**config.mk**
```make
export PLATFORM = sky130hd
export DESIGN_NAME = axi_mux_top
export DESIGN_NICKNAME = d
export VERILOG_FILES = /design/src/hdl/mux_cfg_pkg.sv /design/src/hdl/mux_chan_pkg.sv /design/src/hdl/addr_chan_if.sv /design/src/hdl/addr_rr_arbiter.sv /design/src/hdl/axi_mux_top.sv /design/src/hdl/resp_router.sv /design/src/hdl/write_order_ctrl.sv
export SDC_FILE = /design/constraint.sdc
export NUM_CORES = 1
export LEC_CHECK = 0
export BUFFER_PORTS_ARGS = -buffer_cell sky130_fd_sc_hd__buf_2
export CAP_MARGIN = 20
export CORE_AREA = 4 4 248 250
export DETAILED_ROUTE_END_ITERATION = 12
export DIE_AREA = 0 0 252 254
export PLACE_DENSITY = 0.31
export SYNTH_ARGS = -nofsm -noshare
export SYNTH_HDL_FRONTEND = slang
export SYNTH_SLANG_ARGS = --single-unit
export TNS_END_PERCENT = 100
```
**constraint.sdc**
```tcl
create_clock -name clk_i -period 9.08 [get_ports clk_i]
set_clock_uncertainty 0.15 [all_clocks]
set_input_delay 0 -clock clk_i [delete_from_list [all_inputs] [get_ports clk_i]]
set_output_delay 0 -clock clk_i [all_outputs]
set_load 0.05 [all_outputs]
```
**src/hdl/mux_cfg_pkg.sv**
```systemverilog
// Mux configuration
// Port count, field widths and FIFO depth shared by every block of the mux
`default_nettype none

package mux_cfg_pkg;

  // --------------------
  // Sizes
  // --------------------
  localparam int unsigned NUM_PORTS   = 3;                     // Upstream ports
  localparam int unsigned PORT_IDX_W  = $clog2(NUM_PORTS);     // Bits for a port index
  localparam int unsigned UP_ID_W     = 4;                     // Upstream ID width
  localparam int unsigned DN_ID_W     = PORT_IDX_W + UP_ID_W;  // Index prepended to ID
  localparam int unsigned ADDR_W      = 32;
  localparam int unsigned DATA_W      = 32;
  localparam int unsigned MAX_W_TRANS = 4;                     // Default W routing depth

  // --------------------
  // Scalar types
  // --------------------
  typedef logic [PORT_IDX_W-1:0] port_idx_t;
  typedef logic [UP_ID_W-1:0]    up_id_t;
  typedef logic [DN_ID_W-1:0]    dn_id_t;
  typedef logic [ADDR_W-1:0]     addr_t;
  typedef logic [DATA_W-1:0]     data_t;

endpackage

`default_nettype wire

```
**src/hdl/mux_chan_pkg.sv**
```systemverilog
// Mux channel payloads
// Packed structs for the AXI channel fields kept on both sides of the mux
`default_nettype none

package mux_chan_pkg;

  import mux_cfg_pkg::*;

  // --------------------
  // Address channels
  // --------------------
  // Shared by AW and AR
  typedef struct packed {
    up_id_t id;
    addr_t  addr;
  } up_addr_chan_t;

  typedef struct packed {
    dn_id_t id;    // Port index in the top bits
    addr_t  addr;
  } dn_addr_chan_t;

  // --------------------
  // Write data
  // --------------------
  typedef struct packed {
    data_t data;
    logic  last;   // Final beat of a burst
  } w_chan_t;

  // --------------------
  // Responses
  // --------------------
  typedef struct packed {
    dn_id_t     id;
    logic [1:0] resp;
  } dn_b_chan_t;

  typedef struct packed {
    dn_id_t     id;
    data_t      data;
    logic [1:0] resp;
    logic       last;
  } dn_r_chan_t;

endpackage

`default_nettype wire

```
**src/hdl/addr_chan_if.sv**
```systemverilog
// Arbitrated address channel
// Carries the granted request, its ID already extended, and the winning port
`timescale 1ns/100ps
`default_nettype none

interface addr_chan_if
  import mux_cfg_pkg::*;
  import mux_chan_pkg::*;
();

  logic          valid;  // Request offered by the arbiter
  logic          ready;  // Accepted by the consumer
  dn_addr_chan_t chan;   // Downstream ID and address
  port_idx_t     port;   // Index of the granted upstream port

  // Arbiter side
  modport src (
    output valid,
    output chan,
    output port,
    input  ready
  );

  // Consumer side
  modport dst (
    input  valid,
    input  chan,
    input  port,
    output ready
  );

endinterface

`default_nettype wire

```
**src/hdl/addr_rr_arbiter.sv**
```systemverilog
// Round-robin address arbiter
// Grants one upstream AW or AR request at a time, holds it until accepted,
// and extends the ID with the winner's port index
`timescale 1ns/100ps
`default_nettype none

module addr_rr_arbiter
  import mux_cfg_pkg::*;
  import mux_chan_pkg::*;
(
  input  wire logic                          clk_i,
  input  wire logic                          arst_n_i,
  input  wire logic          [NUM_PORTS-1:0] req_valid_i,
  input  wire up_addr_chan_t [NUM_PORTS-1:0] req_chan_i,
  output logic               [NUM_PORTS-1:0] req_ready_o,
  addr_chan_if.src                           grant
);

  logic      lock_q;   // Grant held while unacknowledged
  port_idx_t sel_q;    // Port held by the lock
  port_idx_t last_q;   // Most recent winner, round-robin pointer

  port_idx_t rr_pick;
  logic      any_req;
  port_idx_t sel;

  // --------------------
  // Round-robin pick
  // --------------------
  always_comb begin
    int unsigned cand;
    rr_pick = last_q;
    any_req = 1'b0;
    // Walk from the far end so the nearest port after the last winner is kept
    for (int unsigned k = NUM_PORTS; k > 0; k--) begin
      cand = (32'(last_q) + k) % NUM_PORTS;
      if (req_valid_i[cand]) begin
        rr_pick = port_idx_t'(cand);
        any_req = 1'b1;
      end
    end
  end

  assign sel = lock_q ? sel_q : rr_pick;

  // --------------------
  // Grant outputs
  // --------------------
  assign grant.valid = lock_q ? req_valid_i[sel_q] : any_req;
  assign grant.port  = sel;
  assign grant.chan  = '{id: {sel, req_chan_i[sel].id}, addr: req_chan_i[sel].addr};

  // Only the winner sees the handshake
  always_comb begin
    req_ready_o      = '0;
    req_ready_o[sel] = grant.valid & grant.ready;
  end

  // --------------------
  // Lock and pointer state
  // --------------------
  always_ff @(posedge clk_i or negedge arst_n_i) begin
    if (!arst_n_i) begin
      lock_q <= 1'b0;
      sel_q  <= '0;
      last_q <= port_idx_t'(NUM_PORTS - 1);  // Port 0 goes first
    end else if (grant.valid && grant.ready) begin
      lock_q <= 1'b0;
      last_q <= sel;
    end else if (grant.valid) begin
      lock_q <= 1'b1;                        // Stalled, keep this choice
      sel_q  <= sel;
    end
  end

endmodule

`default_nettype wire

```
**src/hdl/axi_mux_top.sv**
```systemverilog
// AXI mux top level
// Merges the upstream ports onto one downstream port
`timescale 1ns/100ps
`default_nettype none

module axi_mux_top
  import mux_cfg_pkg::*;
  import mux_chan_pkg::*;
#(
  parameter int unsigned MaxWTrans = MAX_W_TRANS
) (
  input  wire logic                      clk_i,
  input  wire logic                      arst_n_i,
  // Upstream AW
  input  wire logic      [NUM_PORTS-1:0] aw_valid_i,
  input  wire up_id_t    [NUM_PORTS-1:0] aw_id_i,
  input  wire addr_t     [NUM_PORTS-1:0] aw_addr_i,
  output logic           [NUM_PORTS-1:0] aw_ready_o,
  // Upstream W
  input  wire logic      [NUM_PORTS-1:0] w_valid_i,
  input  wire data_t     [NUM_PORTS-1:0] w_data_i,
  input  wire logic      [NUM_PORTS-1:0] w_last_i,
  output logic           [NUM_PORTS-1:0] w_ready_o,
  // Upstream B
  output logic           [NUM_PORTS-1:0] b_valid_o,
  output up_id_t         [NUM_PORTS-1:0] b_id_o,
  output logic [NUM_PORTS-1:0][1:0]      b_resp_o,
  input  wire logic      [NUM_PORTS-1:0] b_ready_i,
  // Upstream AR
  input  wire logic      [NUM_PORTS-1:0] ar_valid_i,
  input  wire up_id_t    [NUM_PORTS-1:0] ar_id_i,
  input  wire addr_t     [NUM_PORTS-1:0] ar_addr_i,
  output logic           [NUM_PORTS-1:0] ar_ready_o,
  // Upstream R
  output logic           [NUM_PORTS-1:0] r_valid_o,
  output up_id_t         [NUM_PORTS-1:0] r_id_o,
  output data_t          [NUM_PORTS-1:0] r_data_o,
  output logic [NUM_PORTS-1:0][1:0]      r_resp_o,
  output logic           [NUM_PORTS-1:0] r_last_o,
  input  wire logic      [NUM_PORTS-1:0] r_ready_i,
  // Downstream AW and W
  output logic                           m_aw_valid_o,
  input  wire logic                      m_aw_ready_i,
  output dn_id_t                         m_aw_id_o,
  output addr_t                          m_aw_addr_o,
  output logic                           m_w_valid_o,
  input  wire logic                      m_w_ready_i,
  output data_t                          m_w_data_o,
  output logic                           m_w_last_o,
  // Downstream B
  input  wire logic                      m_b_valid_i,
  output logic                           m_b_ready_o,
  input  wire dn_id_t                    m_b_id_i,
  input  wire logic [1:0]                m_b_resp_i,
  // Downstream AR
  output logic                           m_ar_valid_o,
  input  wire logic                      m_ar_ready_i,
  output dn_id_t                         m_ar_id_o,
  output addr_t                          m_ar_addr_o,
  // Downstream R
  input  wire logic                      m_r_valid_i,
  output logic                           m_r_ready_o,
  input  wire dn_id_t                    m_r_id_i,
  input  wire data_t                     m_r_data_i,
  input  wire logic [1:0]                m_r_resp_i,
  input  wire logic                      m_r_last_i
);

  localparam int unsigned RPayloadW = DATA_W + 3;  // data, resp, last

  up_addr_chan_t [NUM_PORTS-1:0] aw_chans, ar_chans;
  w_chan_t       [NUM_PORTS-1:0] w_chans;
  dn_addr_chan_t                 m_aw_chan;
  w_chan_t                       m_w_chan;
  dn_b_chan_t                    m_b_chan;
  dn_r_chan_t                    m_r_chan;
  up_id_t                        b_up_id, r_up_id;
  logic [1:0]                    b_up_resp;
  logic [RPayloadW-1:0]          r_up_payload;

  addr_chan_if aw_if ();
  addr_chan_if ar_if ();

  // --------------------
  // Port packing
  // --------------------
  for (genvar p = 0; p < NUM_PORTS; p++) begin : gen_pack
    assign aw_chans[p] = '{id: aw_id_i[p], addr: aw_addr_i[p]};
    assign ar_chans[p] = '{id: ar_id_i[p], addr: ar_addr_i[p]};
    assign w_chans[p]  = '{data: w_data_i[p], last: w_last_i[p]};
  end

  assign m_b_chan = '{id: m_b_id_i, resp: m_b_resp_i};
  assign m_r_chan = '{id: m_r_id_i, data: m_r_data_i, resp: m_r_resp_i, last: m_r_last_i};

  // --------------------
  // Write path
  // --------------------
  addr_rr_arbiter u_aw_arbiter (
    .clk_i       (clk_i),
    .arst_n_i    (arst_n_i),
    .req_valid_i (aw_valid_i),
    .req_chan_i  (aw_chans),
    .req_ready_o (aw_ready_o),
    .grant       (aw_if.src)
  );

  write_order_ctrl #(
    .MaxWTrans (MaxWTrans)
  ) u_write_order_ctrl (
    .clk_i         (clk_i),
    .arst_n_i      (arst_n_i),
    .aw            (aw_if.dst),
    .dn_aw_valid_o (m_aw_valid_o),
    .dn_aw_ready_i (m_aw_ready_i),
    .dn_aw_chan_o  (m_aw_chan),
    .w_valid_i     (w_valid_i),
    .w_chan_i      (w_chans),
    .w_ready_o     (w_ready_o),
    .dn_w_valid_o  (m_w_valid_o),
    .dn_w_ready_i  (m_w_ready_i),
    .dn_w_chan_o   (m_w_chan)
  );

  assign m_aw_id_o   = m_aw_chan.id;
  assign m_aw_addr_o = m_aw_chan.addr;
  assign m_w_data_o  = m_w_chan.data;
  assign m_w_last_o  = m_w_chan.last;

  resp_router #(
    .PayloadW (2)
  ) u_b_router (
    .dn_valid_i   (m_b_valid_i),
    .dn_id_i      (m_b_chan.id),
    .dn_payload_i (m_b_chan.resp),
    .dn_ready_o   (m_b_ready_o),
    .up_valid_o   (b_valid_o),
    .up_id_o      (b_up_id),
    .up_payload_o (b_up_resp),
    .up_ready_i   (b_ready_i)
  );

  assign b_id_o   = {NUM_PORTS{b_up_id}};    // Same fields on every port
  assign b_resp_o = {NUM_PORTS{b_up_resp}};

  // --------------------
  // Read path
  // --------------------
  addr_rr_arbiter u_ar_arbiter (
    .clk_i       (clk_i),
    .arst_n_i    (arst_n_i),
    .req_valid_i (ar_valid_i),
    .req_chan_i  (ar_chans),
    .req_ready_o (ar_ready_o),
    .grant       (ar_if.src)
  );

  // AR goes straight out, no ordering needed
  assign m_ar_valid_o = ar_if.valid;
  assign ar_if.ready  = m_ar_ready_i;
  assign m_ar_id_o    = ar_if.chan.id;
  assign m_ar_addr_o  = ar_if.chan.addr;

  resp_router #(
    .PayloadW (RPayloadW)
  ) u_r_router (
    .dn_valid_i   (m_r_valid_i),
    .dn_id_i      (m_r_chan.id),
    .dn_payload_i ({m_r_chan.data, m_r_chan.resp, m_r_chan.last}),
    .dn_ready_o   (m_r_ready_o),
    .up_valid_o   (r_valid_o),
    .up_id_o      (r_up_id),
    .up_payload_o (r_up_payload),
    .up_ready_i   (r_ready_i)
  );

  assign r_id_o   = {NUM_PORTS{r_up_id}};
  assign r_data_o = {NUM_PORTS{r_up_payload[RPayloadW-1 -: DATA_W]}};
  assign r_resp_o = {NUM_PORTS{r_up_payload[2:1]}};
  assign r_last_o = {NUM_PORTS{r_up_payload[0]}};

endmodule

`default_nettype wire

```
**src/hdl/resp_router.sv**
```systemverilog
// Response router
// Sends a downstream B or R beat to the port named by its top ID bits
`timescale 1ns/100ps
`default_nettype none

module resp_router
  import mux_cfg_pkg::*;
#(
  parameter int unsigned PayloadW = 2  // Response fields other than the ID
) (
  // Downstream side
  input  wire logic                 dn_valid_i,
  input  wire dn_id_t               dn_id_i,
  input  wire logic [PayloadW-1:0]  dn_payload_i,
  output logic                      dn_ready_o,
  // Upstream side, payload shared by all ports
  output logic      [NUM_PORTS-1:0] up_valid_o,
  output up_id_t                    up_id_o,
  output logic      [PayloadW-1:0]  up_payload_o,
  input  wire logic [NUM_PORTS-1:0] up_ready_i
);

  port_idx_t dst_port;
  logic      dst_legal;

  // --------------------
  // ID split
  // --------------------
  assign dst_port     = dn_id_i[DN_ID_W-1 -: PORT_IDX_W];  // Prepended index
  assign dst_legal    = (32'(dst_port) < NUM_PORTS);
  assign up_id_o      = dn_id_i[UP_ID_W-1:0];              // Original upstream ID
  assign up_payload_o = dn_payload_i;

  // --------------------
  // Handshake steering
  // --------------------
  always_comb begin
    up_valid_o = '0;
    dn_ready_o = 1'b0;
    // An index with no port behind it is never acknowledged
    if (dst_legal) begin
      up_valid_o[dst_port] = dn_valid_i;
      dn_ready_o           = up_ready_i[dst_port];
    end
  end

endmodule

`default_nettype wire

```
**src/hdl/write_order_ctrl.sv**
```systemverilog
// Write ordering control
// Issues granted AW requests downstream, records their port in a routing FIFO
// and forwards W beats in that order
`timescale 1ns/100ps
`default_nettype none

module write_order_ctrl
  import mux_cfg_pkg::*;
  import mux_chan_pkg::*;
#(
  parameter int unsigned MaxWTrans = MAX_W_TRANS  // Routing FIFO depth
) (
  input  wire logic                    clk_i,
  input  wire logic                    arst_n_i,
  addr_chan_if.dst                     aw,
  // Downstream AW
  output logic                         dn_aw_valid_o,
  input  wire logic                    dn_aw_ready_i,
  output dn_addr_chan_t                dn_aw_chan_o,
  // Upstream W
  input  wire logic    [NUM_PORTS-1:0] w_valid_i,
  input  wire w_chan_t [NUM_PORTS-1:0] w_chan_i,
  output logic         [NUM_PORTS-1:0] w_ready_o,
  // Downstream W
  output logic                         dn_w_valid_o,
  input  wire logic                    dn_w_ready_i,
  output w_chan_t                      dn_w_chan_o
);

  localparam int unsigned PtrW = $clog2(MaxWTrans);
  localparam int unsigned CntW = $clog2(MaxWTrans + 1);

  logic            lock_q, lock_d;  // AW offered and index already pushed
  logic            fifo_push, fifo_pop;
  logic            fifo_full, fifo_empty;
  logic [PtrW-1:0] wr_ptr_q, rd_ptr_q;
  logic [CntW-1:0] count_q;
  port_idx_t       fifo_mem [MaxWTrans];
  port_idx_t       head;

  // --------------------
  // AW issue
  // --------------------
  assign dn_aw_chan_o = aw.chan;

  always_comb begin
    lock_d        = lock_q;
    fifo_push     = 1'b0;
    dn_aw_valid_o = 1'b0;
    aw.ready      = 1'b0;
    if (lock_q) begin
      // Index is already queued, just hold valid until accepted
      dn_aw_valid_o = 1'b1;
      if (dn_aw_ready_i) begin
        aw.ready = 1'b1;
        lock_d   = 1'b0;
      end
    end else if (aw.valid && !fifo_full) begin
      dn_aw_valid_o = 1'b1;
      fifo_push     = 1'b1;  // Push on the offer edge
      if (dn_aw_ready_i) begin
        aw.ready = 1'b1;
      end else begin
        lock_d = 1'b1;
      end
    end
  end

  // --------------------
  // W routing
  // --------------------
  assign head        = fifo_mem[rd_ptr_q];
  assign dn_w_chan_o = w_chan_i[head];

  always_comb begin
    dn_w_valid_o = 1'b0;
    w_ready_o    = '0;
    if (!fifo_empty) begin
      dn_w_valid_o    = w_valid_i[head];
      w_ready_o[head] = dn_w_ready_i;
    end
  end

  assign fifo_pop = dn_w_valid_o & dn_w_ready_i & dn_w_chan_o.last;  // Burst done

  // --------------------
  // Routing FIFO
  // --------------------
  assign fifo_full  = (count_q == CntW'(MaxWTrans));
  assign fifo_empty = (count_q == '0);

  always_ff @(posedge clk_i) begin
    if (fifo_push) begin
      fifo_mem[wr_ptr_q] <= aw.port;
    end
  end

  always_ff @(posedge clk_i or negedge arst_n_i) begin
    if (!arst_n_i) begin
      lock_q   <= 1'b0;
      wr_ptr_q <= '0;
      rd_ptr_q <= '0;
      count_q  <= '0;
    end else begin
      lock_q <= lock_d;
      if (fifo_push) begin
        wr_ptr_q <= (wr_ptr_q == PtrW'(MaxWTrans - 1)) ? '0 : wr_ptr_q + 1'b1;
      end
      if (fifo_pop) begin
        rd_ptr_q <= (rd_ptr_q == PtrW'(MaxWTrans - 1)) ? '0 : rd_ptr_q + 1'b1;
      end
      case ({fifo_push, fifo_pop})
        2'b10:   count_q <= count_q + 1'b1;
        2'b01:   count_q <= count_q - 1'b1;
        default: count_q <= count_q;         // Both or neither
      endcase
    end
  end

endmodule

`default_nettype wire

```
==> metrics.yaml, run 1 <==
synth_warnings: 0
rsz0062_at_grt: "no"
slew_headroom: 0.391
drcViolationCount: 0
min_to: "r_data_o[75]"
synth_area_per_cell_um2: 8.35
syn_nets: 1011
num_rows: 89
synth_top_family_by_area: "buffers and inverters"
setup_viol: 0
fin_crit_ns: 4.02
numClockSinks: 26
ys_ff_latch: 26
synthFlopType: "dfrtp_1"
wl_mm: 24.7
critPathKind: "flop to flop"
clock_latency_ns: 0.28
synth_edf_count: 8
outcome: "complete, no violations"
worst-path-max-fanout: 37
design_area_um2: 8310
synth_simple_gate_area_frac: 0.101
placed_area_um2: 7240
hold_path_depth: 1
max_freq_mhz: 249
yosysSeqAreaShare: 0.135
cts_resized: 0
cts_buffers: 3
critPathLaunchType: "flop"
synth-xor-area-share: 0.00513
track_usage: 0.0681
drv_cap: 0
slew_violations: 0
grt_pass1_vias: 5910
final_common_cell: "buf_2"
setup_tns_ns: 0
start_util: 0.0868
cts_max_level: 1
vias: 5719
die_x_um: 252
hold_viol_final: 0
grt_first_pass_wirelength_mm: 34.1
dp_hpwl_mm: 20.4
dieArea_um2: 64000
avgRoutedWirePerCell_um: 14.2
diodes: 0
tightest_slew_ns: 0.912
r2r_cells: 12
final_cell_mix: "buf_2, mux2i_1, o2bb2ai_1, nand2_1, buf_12"
viasPerCell: 3.29
cp.arrival_ns: 4.08
fillCellCount: 6819
clockBufferDepth: 2
grt_overflow: 0
synthMuxAreaShare: 0.251
dr.pass1.iters: 4
cp.required_ns: 9.14
antenna_found_initial: 1
ant_nets: 0
area_growth_pct: 62.2
grt_max_degree: 45
cts-root-buf: "clkbuf_16"
clkTransAtPathRegs_ns: 0.08
synth_compound_area_frac: 0.222
io_pins: 650
synth_async_sr_flop_share: 0.692
r2r_slack_ns: 5.06
fp.coreArea_um2: 59000
fp.dieH_um: 254
tritoncts: "done"
syn-cell-area_um2: 5120
syn_inst: 614
timing.final.crit_share: 0.443
nNetsFinal: 1364
min_path_type: "primary input to output pin"
cp-end-kind: "flop"
gp_congestion: 0.844
worstReg2RegStart: "u_write_order_ctrl.rd_ptr_q[1]"
ys_types: 54
portBuffers: 469
cts_setup_buffers: 0
r2r_end: "u_write_order_ctrl.count_q[2]"
worstHoldStart: "m_r_data_i[11]"
drive_above_1_share: 0.563
synth_adder_area_share: 0.0283
initialDrtViolationCount: 197
## per-layer routing
metal  global-route usage  wire length, um
met5                    0               12
met1               0.0682             8390
met2                0.138            13600
met4               0.0180              415
met3               0.0179             2260
## sequential cells by signal (all words and copies together), names as in the netlist
name	cells
u_write_order_ctrl.rd_ptr_q	2
u_aw_arbiter.lock_q	1
u_ar_arbiter.lock_q	1
u_aw_arbiter.sel_q	2
u_ar_arbiter.sel_q	2
u_aw_arbiter.last_q	2
u_ar_arbiter.last_q	2
u_write_order_ctrl.wr_ptr_q	2
u_write_order_ctrl.lock_q	1
u_write_order_ctrl.fifo_mem	8
u_write_order_ctrl.count_q	3
## timing repair
action,CTS,global route
endpoints found under the setup margin,0,0
endpoints found under the hold margin,160,0
hold buffers,49,0
## worst max-delay path, stage by stage (launching register included)
cell and delay, ns:
dfrtp_1 0.44, mux4_2 0.84, nor2b_4 0.88, a2bb2oi_1 0.18
nor2_2 0.15, nand3_1 0.16, inv_1 0.09, ha_1 0.18
inv_1 0.06, fa_1 0.38, xor2_1 0.15, nor2_1 0.12
xor2_1 0.16
## stage by stage
stage | utilization | hold WS, ns | instances | setup WS, ns
2_1_floorplan | - | -0.446 | 614 | 5.74
3_3_place_gp | 0.123 | -0.149 | 1685 | 5.03
3_5_place_dp | 0.123 | -0.149 | 1685 | 4.99
4_1_cts | 0.140 | 0.0129 | 1738 | 4.96
5_1_grt | 0.141 | 0.0141 | 1739 | 4.66
6_report | 0.141 | 0.0125 | 1739 | 5.06
## synthesized netlist by cell type (2+ instances only)
library cell  count  share of area
buf_4           141           0.21
nand2_1          49          0.036
buf_2            17          0.017
and3b_1           4         0.0068
nand3b_1          5         0.0073
mux2_2            3         0.0066
nor3_1            6         0.0059
nor2_1           10         0.0073
dfstp_2           2          0.010
nor2b_1           7         0.0085
and2_1            6         0.0073
o211ai_1          5         0.0073
o21ai_0          43          0.042
mux4_2            2         0.0088
nand2b_1          6         0.0073
xor2_1            2         0.0034
or2_2             2         0.0024
dfrtp_1          16          0.078
mux2i_1         116           0.23
nand3_1           2         0.0020
o31a_1            3         0.0051
o221ai_1          3         0.0051
a21boi_1          2         0.0029
a2bb2oi_1         2         0.0034
edfxtp_1          8          0.047
mux2_1            4         0.0088
clkbuf_1         13         0.0095
inv_1            17          0.012
buf_6             5          0.011
o2bb2ai_1        72           0.12
ha_1             10          0.024
nor3b_1           3         0.0044
a21oi_1           4         0.0039
a21o_1            3         0.0044
o22ai_1           2         0.0024
## worst max-delay path by stage
stage,cells after the start,slack (ns),endpoint,startpoint
finish,12,5.06,u_write_order_ctrl.count_q[2],u_write_order_ctrl.rd_ptr_q[1]
global route,12,4.66,u_write_order_ctrl.count_q[2],u_write_order_ctrl.rd_ptr_q[1]
CTS,12,4.96,u_write_order_ctrl.count_q[2],u_write_order_ctrl.rd_ptr_q[1]
detailed placement,12,4.99,u_write_order_ctrl.count_q[2],u_write_order_ctrl.rd_ptr_q[1]
global placement,12,5.03,u_write_order_ctrl.count_q[2],u_write_order_ctrl.rd_ptr_q[1]
floorplan,10,5.74,ar_ready_o[0],u_ar_arbiter.last_q[1]
## logic make-up after synthesis
| logic type | Yosys count |
|---|---|
| xor+xnor | 3 |
| flops | 26 |
| buf+inv | 195 |
| fa+ha+maj | 11 |
| compound gates | 151 |
| simple gates | 103 |
| mux | 125 |
## final cells by class
cell class,count,area (um^2),share of cell area
clock buffer,3,75.1,0.00903
clock inverter,1,30.0,0.00361
inverter,18,67.6,0.00813
multi-input combinational,393,3120,0.376
sequential,26,693,0.0834
tap,773,967,0.116
timing repair buffer,525,3350,0.403
Power of run 1 is left out: the tool's default activity adds up to more than one toggle a clock period on the data nets, which glitch-free logic cannot reach.
==> inputs of run 2 (changes only) <==
--- a/config.mk
+++ b/config.mk
@@ -5,11 +5,12 @@
 export SDC_FILE = /design/constraint.sdc
 export NUM_CORES = 1
 export LEC_CHECK = 0
+export ABC_AREA = 1
 export BUFFER_PORTS_ARGS = -buffer_cell sky130_fd_sc_hd__buf_2
 export CAP_MARGIN = 20
-export CORE_AREA = 4 4 248 250
+export CORE_AREA = 4 4 254 256
 export DETAILED_ROUTE_END_ITERATION = 12
-export DIE_AREA = 0 0 252 254
+export DIE_AREA = 0 0 258 260
 export PLACE_DENSITY = 0.31
 export SYNTH_ARGS = -nofsm -noshare
 export SYNTH_HDL_FRONTEND = slang
==> constraint.sdc (replaced) <==
create_clock -name clk_i -period 3.85 [get_ports clk_i]
set_clock_uncertainty 0.15 [all_clocks]
set_input_delay 0 -clock clk_i [delete_from_list [all_inputs] [get_ports clk_i]]
set_output_delay 0 -clock clk_i [all_outputs]
set_load 0.05 [all_outputs]
==> metrics.yaml, run 2 <==
outcome: "complete, but fails checks"
failed_checks: "hold timing"
cp-startpoint: "u_ar_arbiter.last_q[1]"
finalPower_mw: 7.38
yosys-top-cells-area: "nand3_1, buf_4, nand2_1"
leakage_nw: 4.41
drive_above_1_share: 0.468  # -0.0952
grt_max_degree: 75  # +67%
r2r_cells: 16  # +4
fin_crit_ns: 3.38
nNetsFinal: 1644  # +21%
antenna_found_initial: 10  # +9
num_rows: 92  # +3.4%
yosysTopAreaCell: "nand3_1"
setup_viol: 0  # unchanged
die_x_um: 258  # +2.4%
clkTransAtPathRegs_ns: 0.08  # about the same
synth_commonest_cells: "nand3_1, nand2_1, buf_4, inv_1, nand4_1"
crit_end: "m_ar_addr_o[29]"
vias: 7491  # +31%
grt_overflow: 0  # unchanged
grt_pass1_vias: 7428  # +26%
tritoncts: "done"
area_growth_pct: 57.7
slew_headroom: 0.584  # +0.194
fp.coreArea_um2: 62500  # +5.9%
synth-xor-area-share: 0.00316  # -0.00197
r2r_slack_ns: 0.76  # -4.30 ns
largest_register: "u_write_order_ctrl.fifo_mem"
wl_mm: 31.5  # +28%
setup_tns_ns: 0  # unchanged
max_freq_mhz: 296
initialDrtViolationCount: 429  # +120%
start_util: 0.0887  # +0.00188
final_cell_mix: "buf_2, nand3_1, nand2_1, buf_12, inv_1"
syn_nets: 1309  # +29%
drv_cap: 0  # unchanged
clockBufferDepth: 2  # unchanged
synth_warnings: 0  # unchanged
drt-met1-wl_mm: 12.4  # +48%
ys_types: 36  # -33%
cp-end-kind: "output pin"
hold_viol_final: 1  # +1
cp.arrival_ns: 3.23  # -0.85 ns
avgRoutedWirePerCell_um: 15.1  # +6.0%
synth_edf_count: 8  # unchanged
synth_async_sr_flop_share: 0.692  # unchanged
ys_ff_latch: 26  # unchanged
cts_setup_buffers: 0  # unchanged
drcViolationCount: 0  # unchanged
cp.required_ns: 3.70  # -5.44 ns
worstReg2RegStart: "u_write_order_ctrl.rd_ptr_q[0]"
tightest_slew_ns: 0.624  # -0.288 ns
synthMuxAreaShare: 0  # -0.251
r2r_end: "u_write_order_ctrl.count_q[2]"
synth.top_cell.area_share: 0.293  # +0.0668
critPathLaunchType: "flop"
gp_congestion: 0.796  # -5.7%
synth_top_family_by_area: "simple AND/OR/NAND/NOR gates"
largest_reg_flops: 8  # unchanged
min_path_type: "primary input to flop"
timing.final.crit_share: 0.879
synth_simple_gate_area_frac: 0.515  # +0.414
synthFlopType: "dfrtp_1"
track_usage: 0.0857  # +0.0176
grt_first_pass_wirelength_mm: 45.3  # +33%
cts_buffers: 3  # unchanged
dr_wl_met2_mm: 15.7  # +15%
p_per_area_nw_per_um2: 844
yosysSeqAreaShare: 0.125  # -0.0103
highest_layer: "met4"
synth_compound_area_frac: 0.0449  # -0.178
dp_hpwl_mm: 25.9  # +27%
dieArea_um2: 67100  # +4.8%
cts-root-buf: "clkbuf_16"
numClockSinks: 26  # unchanged
syn_inst: 912  # +49%
worst-path-max-fanout: 50  # +35%
top_regs: "u_write_order_ctrl.fifo_mem (8), u_write_order_ctrl.count_q (3)"
irDropWorstVdd_mv: 0.476
portBuffers: 469  # unchanged
holdWs_ns: -0.000999  # -0.0135 ns
synth_area_per_cell_um2: 6.08  # -27%
fp.dieH_um: 260  # +2.4%
ant_nets: 0  # unchanged
cts_resized: 0  # unchanged
io_pins: 650  # unchanged
synth.most_common_cell: "nand3_1"
clock_latency_ns: 0.28  # about the same
viasPerCell: 3.58  # +8.7%
cts_max_level: 1  # unchanged
slew_violations: 0  # unchanged
final_common_cell: "buf_2"
critPathKind: "flop to output pin"
syn-cell-area_um2: 5550  # +8.2%
synth_adder_area_share: 0.0262  # -0.00215
rsz0062_at_grt: "no"
dr.pass1.iters: 5  # +1
route.met3.wl_mm: 2.80  # +24%
==> run 2: cell count changes after synthesis, sizes merged, moves of 31 or more <==
cell	previous run	this run
nand4	0	36
inv	18	49
o2bb2ai	72	0
nand2	49	159
nand3	2	346
mux2i	116	0
==> run 2: where the power goes <==
group          total (mW)  internal [mW]  switching (mW)
logic                6.66           1.49            5.17
clock network       0.327          0.208           0.119
registers           0.392          0.341          0.0518
total                7.38           2.04            5.34
==> run 2: what timing repair did <==
action	CTS	global route
hold endpoints to repair	157	0
hold buffers	48	0
setup endpoints to repair	0	0
==> run 2: cell families (layout without fill, tap and decap cells) <==
| group | Yosys count | count (layout) |
|---|---|---|
| other | 0 | 3 |
| buffers and inverters | 251 | 585 |
| xor gates and xnor gates | 2 | 2 |
| and+or+nand+nor | 581 | 581 |
| AOI/OAI and AO/OA | 41 | 41 |
| adders and majority gates | 11 | 11 |
| DFF | 26 | 26 |
==> run 2: stage by stage <==
step | area (um^2) | std cells | worst slack, ns | utilization
2_1_floorplan | 5550 | 912 | 0.589 | -
3_3_place_gp | 7700 | 2040 | 0.829 | 0.123
3_5_place_dp | 7700 | 2040 | 0.792 | 0.123
4_1_cts | 8740 | 2092 | 0.464 | 0.140
5_1_grt | 8740 | 2095 | 0.0948 | 0.140
6_report | 8740 | 2095 | 0.467 | 0.140
==> run 2: worst max-delay path, stage by stage (launching register included) <==
cell and delay, ns:
dfstp_2 0.56, inv_1 0.06, ha_1 0.24, inv_1 0.11, nand2_1 0.07, nand3_1 0.08, nand2_1 0.08, nand2_1 0.07
nand3_1 0.07, nand2_1 0.06, nand2_1 0.06, nand2_2 0.37, buf_4 0.55, nand3_1 0.16, nand3_1 0.11, buf_2 0.26
==> run 2: per-layer routing <==
metal,vias to the layer above,track usage
met5,-,0
met4,0,0.0197
met3,32,0.0230
met2,406,0.155
met1,3402,0.101
li1,3651,-
==> run 2: cell type report <==
cell class	count	area [um^2]
multi-input combinational	635	3280
clock buffer	3	75.1
tap	846	1060
clock inverter	1	30.0
fill	7301	53800
antenna	3	7.51
inverter	50	188
timing repair buffer	531	3410
sequential	26	693
==> run 2: how the worst min path moves through the flow <==
stage	slack, ns	cells past startpoint	to	from
detailed placement	-0.15	0	r_data_o[64]	m_r_data_i[0]
global route	0.01	1	r_data_o[87]	m_r_data_i[23]
floorplan	-0.45	0	u_ar_arbiter.last_q[0]	arst_n_i
global placement	-0.15	0	r_data_o[64]	m_r_data_i[0]
finish	-0.001	3	u_ar_arbiter.last_q[1]	m_ar_ready_i
CTS	0.01	1	r_id_o[9]	m_r_id_i[1]
No activity file was read; power rests on OpenSTA's default activity.
==> inputs of run 3 (changes only) <==
--- a/config.mk
+++ b/config.mk
@@ -8,10 +8,10 @@
 export ABC_AREA = 1
 export BUFFER_PORTS_ARGS = -buffer_cell sky130_fd_sc_hd__buf_2
 export CAP_MARGIN = 20
-export CORE_AREA = 4 4 254 256
+export CORE_AREA = 5 5 248 250
 export DETAILED_ROUTE_END_ITERATION = 12
-export DIE_AREA = 0 0 258 260
-export PLACE_DENSITY = 0.31
+export DIE_AREA = 0 0 253 255
+export PLACE_DENSITY = 0.32
 export SYNTH_ARGS = -nofsm -noshare
 export SYNTH_HDL_FRONTEND = slang
 export SYNTH_SLANG_ARGS = --single-unit
==> metrics.yaml, run 3 (synthesis gave the netlist of run 2 again) <==
outcome: "complete, no violations"
power.switching_mw: 5.24  # -1.9%
grt_first_pass_wirelength_mm: 40.9  # -9.8%
antenna_found_initial: 4  # -6
cts_resized: 0  # unchanged
grt_overflow: 0  # unchanged
numClockSinks: 26  # unchanged
vias: 7475  # -0.21%
clock_latency_ns: 0.28  # about the same
worst-path-max-fanout: 18  # -64%
start_util: 0.0943  # +0.00560
fp.dieH_um: 255  # -1.9%
largest_register: "u_write_order_ctrl.fifo_mem"
pwr-share-comb: 0.904  # about the same
crit_end: "m_aw_addr_o[17]"
rsz0062_at_grt: "no"
wl_mm: 28.6  # -9.4%
timing.final.crit_share: 0.821  # -0.0580
path_common_cell: "nand2_1"
final_cell_mix: "buf_2, nand3_1, nand2_1, buf_12, inv_1"
slew_violations: 0  # unchanged
drcViolationCount: 0  # unchanged
setup_viol: 0  # unchanged
placed_area_um2: 7640  # -0.76%
cp-end-kind: "output pin"
worstReg2RegStart: "u_aw_arbiter.last_q[1]"
p_clk_frac: 0.042  # -0.002
ant_nets: 0  # unchanged
r2r_end: "u_write_order_ctrl.count_q[2]"
worst_slack_ns: 0.690  # +0.223 ns
cts-root-buf: "clkbuf_16"
fp.coreArea_um2: 58800  # -5.9%
grt_max_degree: 76  # +1.3%
dp_hpwl_mm: 22.7  # -12%
seqPwrFrac: 0.054  # about the same
gp_congestion: 0.754  # -5.3%
dr.pass1.iters: 4  # -1
critPathLaunchType: "flop"
cp-startpoint: "u_aw_arbiter.last_q[1]"
cts_setup_buffers: 0  # unchanged
clockBufferDepth: 2  # unchanged
slew_headroom: 0.502  # -0.0824
cts_max_level: 1  # unchanged
setup_tns_ns: 0  # unchanged
leakage_nw: 4.43  # +0.38%
initialDrtViolationCount: 361  # -16%
finalPower_mw: 7.25  # -1.7%
nNetsFinal: 1645  # +0.061%
tightest_slew_ns: 0.747  # +0.124 ns
final_common_cell: "buf_2"
fillCellCount: 6891  # -5.6%
min_path_type: "primary input to output pin"
numPlacedInstances: 1966  # -3.6%
fin_crit_ns: 3.16  # -0.223 ns
cts_buffers: 3  # unchanged
swShare: 0.722  # -0.00153
io_pins: 650  # unchanged
cp_cell_sequence: "inv_1 > ha_1 > nand2_1 > nand3_1 > nand2_1 > nand2_1 > nand2_1 > nand2_1 > a21oi_4 > buf_4 > nand3_1 > nand3_1 > buf_2"
r2r_cells: 16  # unchanged
cp.required_ns: 3.70  # about the same
r2r_slack_ns: 0.77  # about the same
final_cells: 2021  # -3.5%
p_per_area_nw_per_um2: 834  # -1.2%
irDropWorstVdd_mv: 0.600  # +26%
seq_area_um2: 693  # unchanged
num_rows: 89  # -3.3%
worstHoldStart: "m_r_data_i[15]"
max_freq_mhz: 316  # +7.1%
final_util: 0.148  # +0.00799
design_area_um2: 8690  # -0.56%
slowest_stage: "dfstp_2"
largest_reg_flops: 8  # unchanged
drive_above_1_share: 0.468  # about the same
holdWs_ns: 0.0129  # +0.0139 ns
critPathKind: "flop to output pin"
dieArea_um2: 64500  # -3.8%
clkTransAtPathRegs_ns: 0.08  # about the same
area_growth_pct: 56.8
top_regs: "u_write_order_ctrl.fifo_mem (8), u_write_order_ctrl.count_q (3)"
cp.arrival_ns: 3.01  # -0.22 ns
p_int_mw: 2.01  # -1.2%
hold_viol_final: 0  # -1
multi_input_area_um2: 3290  # about the same
holdBufCountCts: 50  # +4.2%
track_usage: 0.0776  # -0.00812
pre_cts_ws_ns: 0.791  # -0.000554 ns
grt_pass1_vias: 7354  # -1.0%
avgRoutedWirePerCell_um: 14.1  # -6.0%
tritoncts: "done"
die_x_um: 253  # -1.9%
viasPerCell: 3.70  # +3.4%
portBuffers: 469  # unchanged
slowest_delay_ns: 0.55  # about the same
drv_cap: 0  # unchanged
[run 3: cell types whose count changed in the layout (fill, tap and decap cells not counted)]
cell           delta
buf_4             -4
clkbuf_16         +1
buf_12            +3
bufinv_16         -1
dlygate4sd3_1     +2
nand2_2           +1
diode_2           -2
nand2_1           -1
[run 3: worst min path at each step]
stage / slack, ns / depth (start not counted) / end
after CTS: 0.01 / 1 / r_data_o[16]
after global routing: 0.01 / 1 / r_id_o[5]
final: 0.01 / 1 / r_data_o[79]
after floorplan: -0.45 / 0 / u_ar_arbiter.last_q[0]
after global placement: -0.15 / 0 / b_id_o[4]
after detailed placement: -0.15 / 0 / b_id_o[4]
[run 3: critical path, delay by kind of cell (launching register included)]
kind	cells	cell delay (ns)
adders and majority gates	1	0.26
DFF	1	0.55
AOI/OAI and AO/OA	1	0.53
buffers and inverters	3	0.62
and+or+nand+nor	8	0.75
[run 3: power by group through the flow]
stage               clock network, mW  registers (mW)  logic [mW]
global route                    0.331           0.404        7.03
CTS                             0.326           0.394        6.64
detailed placement                  0           0.399        6.23
floorplan                           0           0.377        5.17
finish                          0.305           0.394        6.55
global placement                    0           0.398        6.26
[run 3: per-layer routing]
| layer | vias up | GRT usage | wire length (um) |
|---|---|---|---|
| met5 | - | 0 | 41 |
| met4 | 6 | 0.0234 | 646 |
| met3 | 37 | 0.0189 | 2730 |
| met2 | 413 | 0.131 | 13600 |
| met1 | 3359 | 0.0981 | 11500 |
| li1 | 3660 | - | - |
[run 3: cell type report]
| cell class | count | share of cell area |
|---|---|---|
| inverter | 50 | 0.0216 |
| multi-input combinational | 635 | 0.378 |
| timing repair buffer | 532 | 0.398 |
| clock buffer | 4 | 0.0115 |
| sequential | 26 | 0.0797 |
| antenna | 1 | 0.000288 |
| tap | 773 | 0.111 |
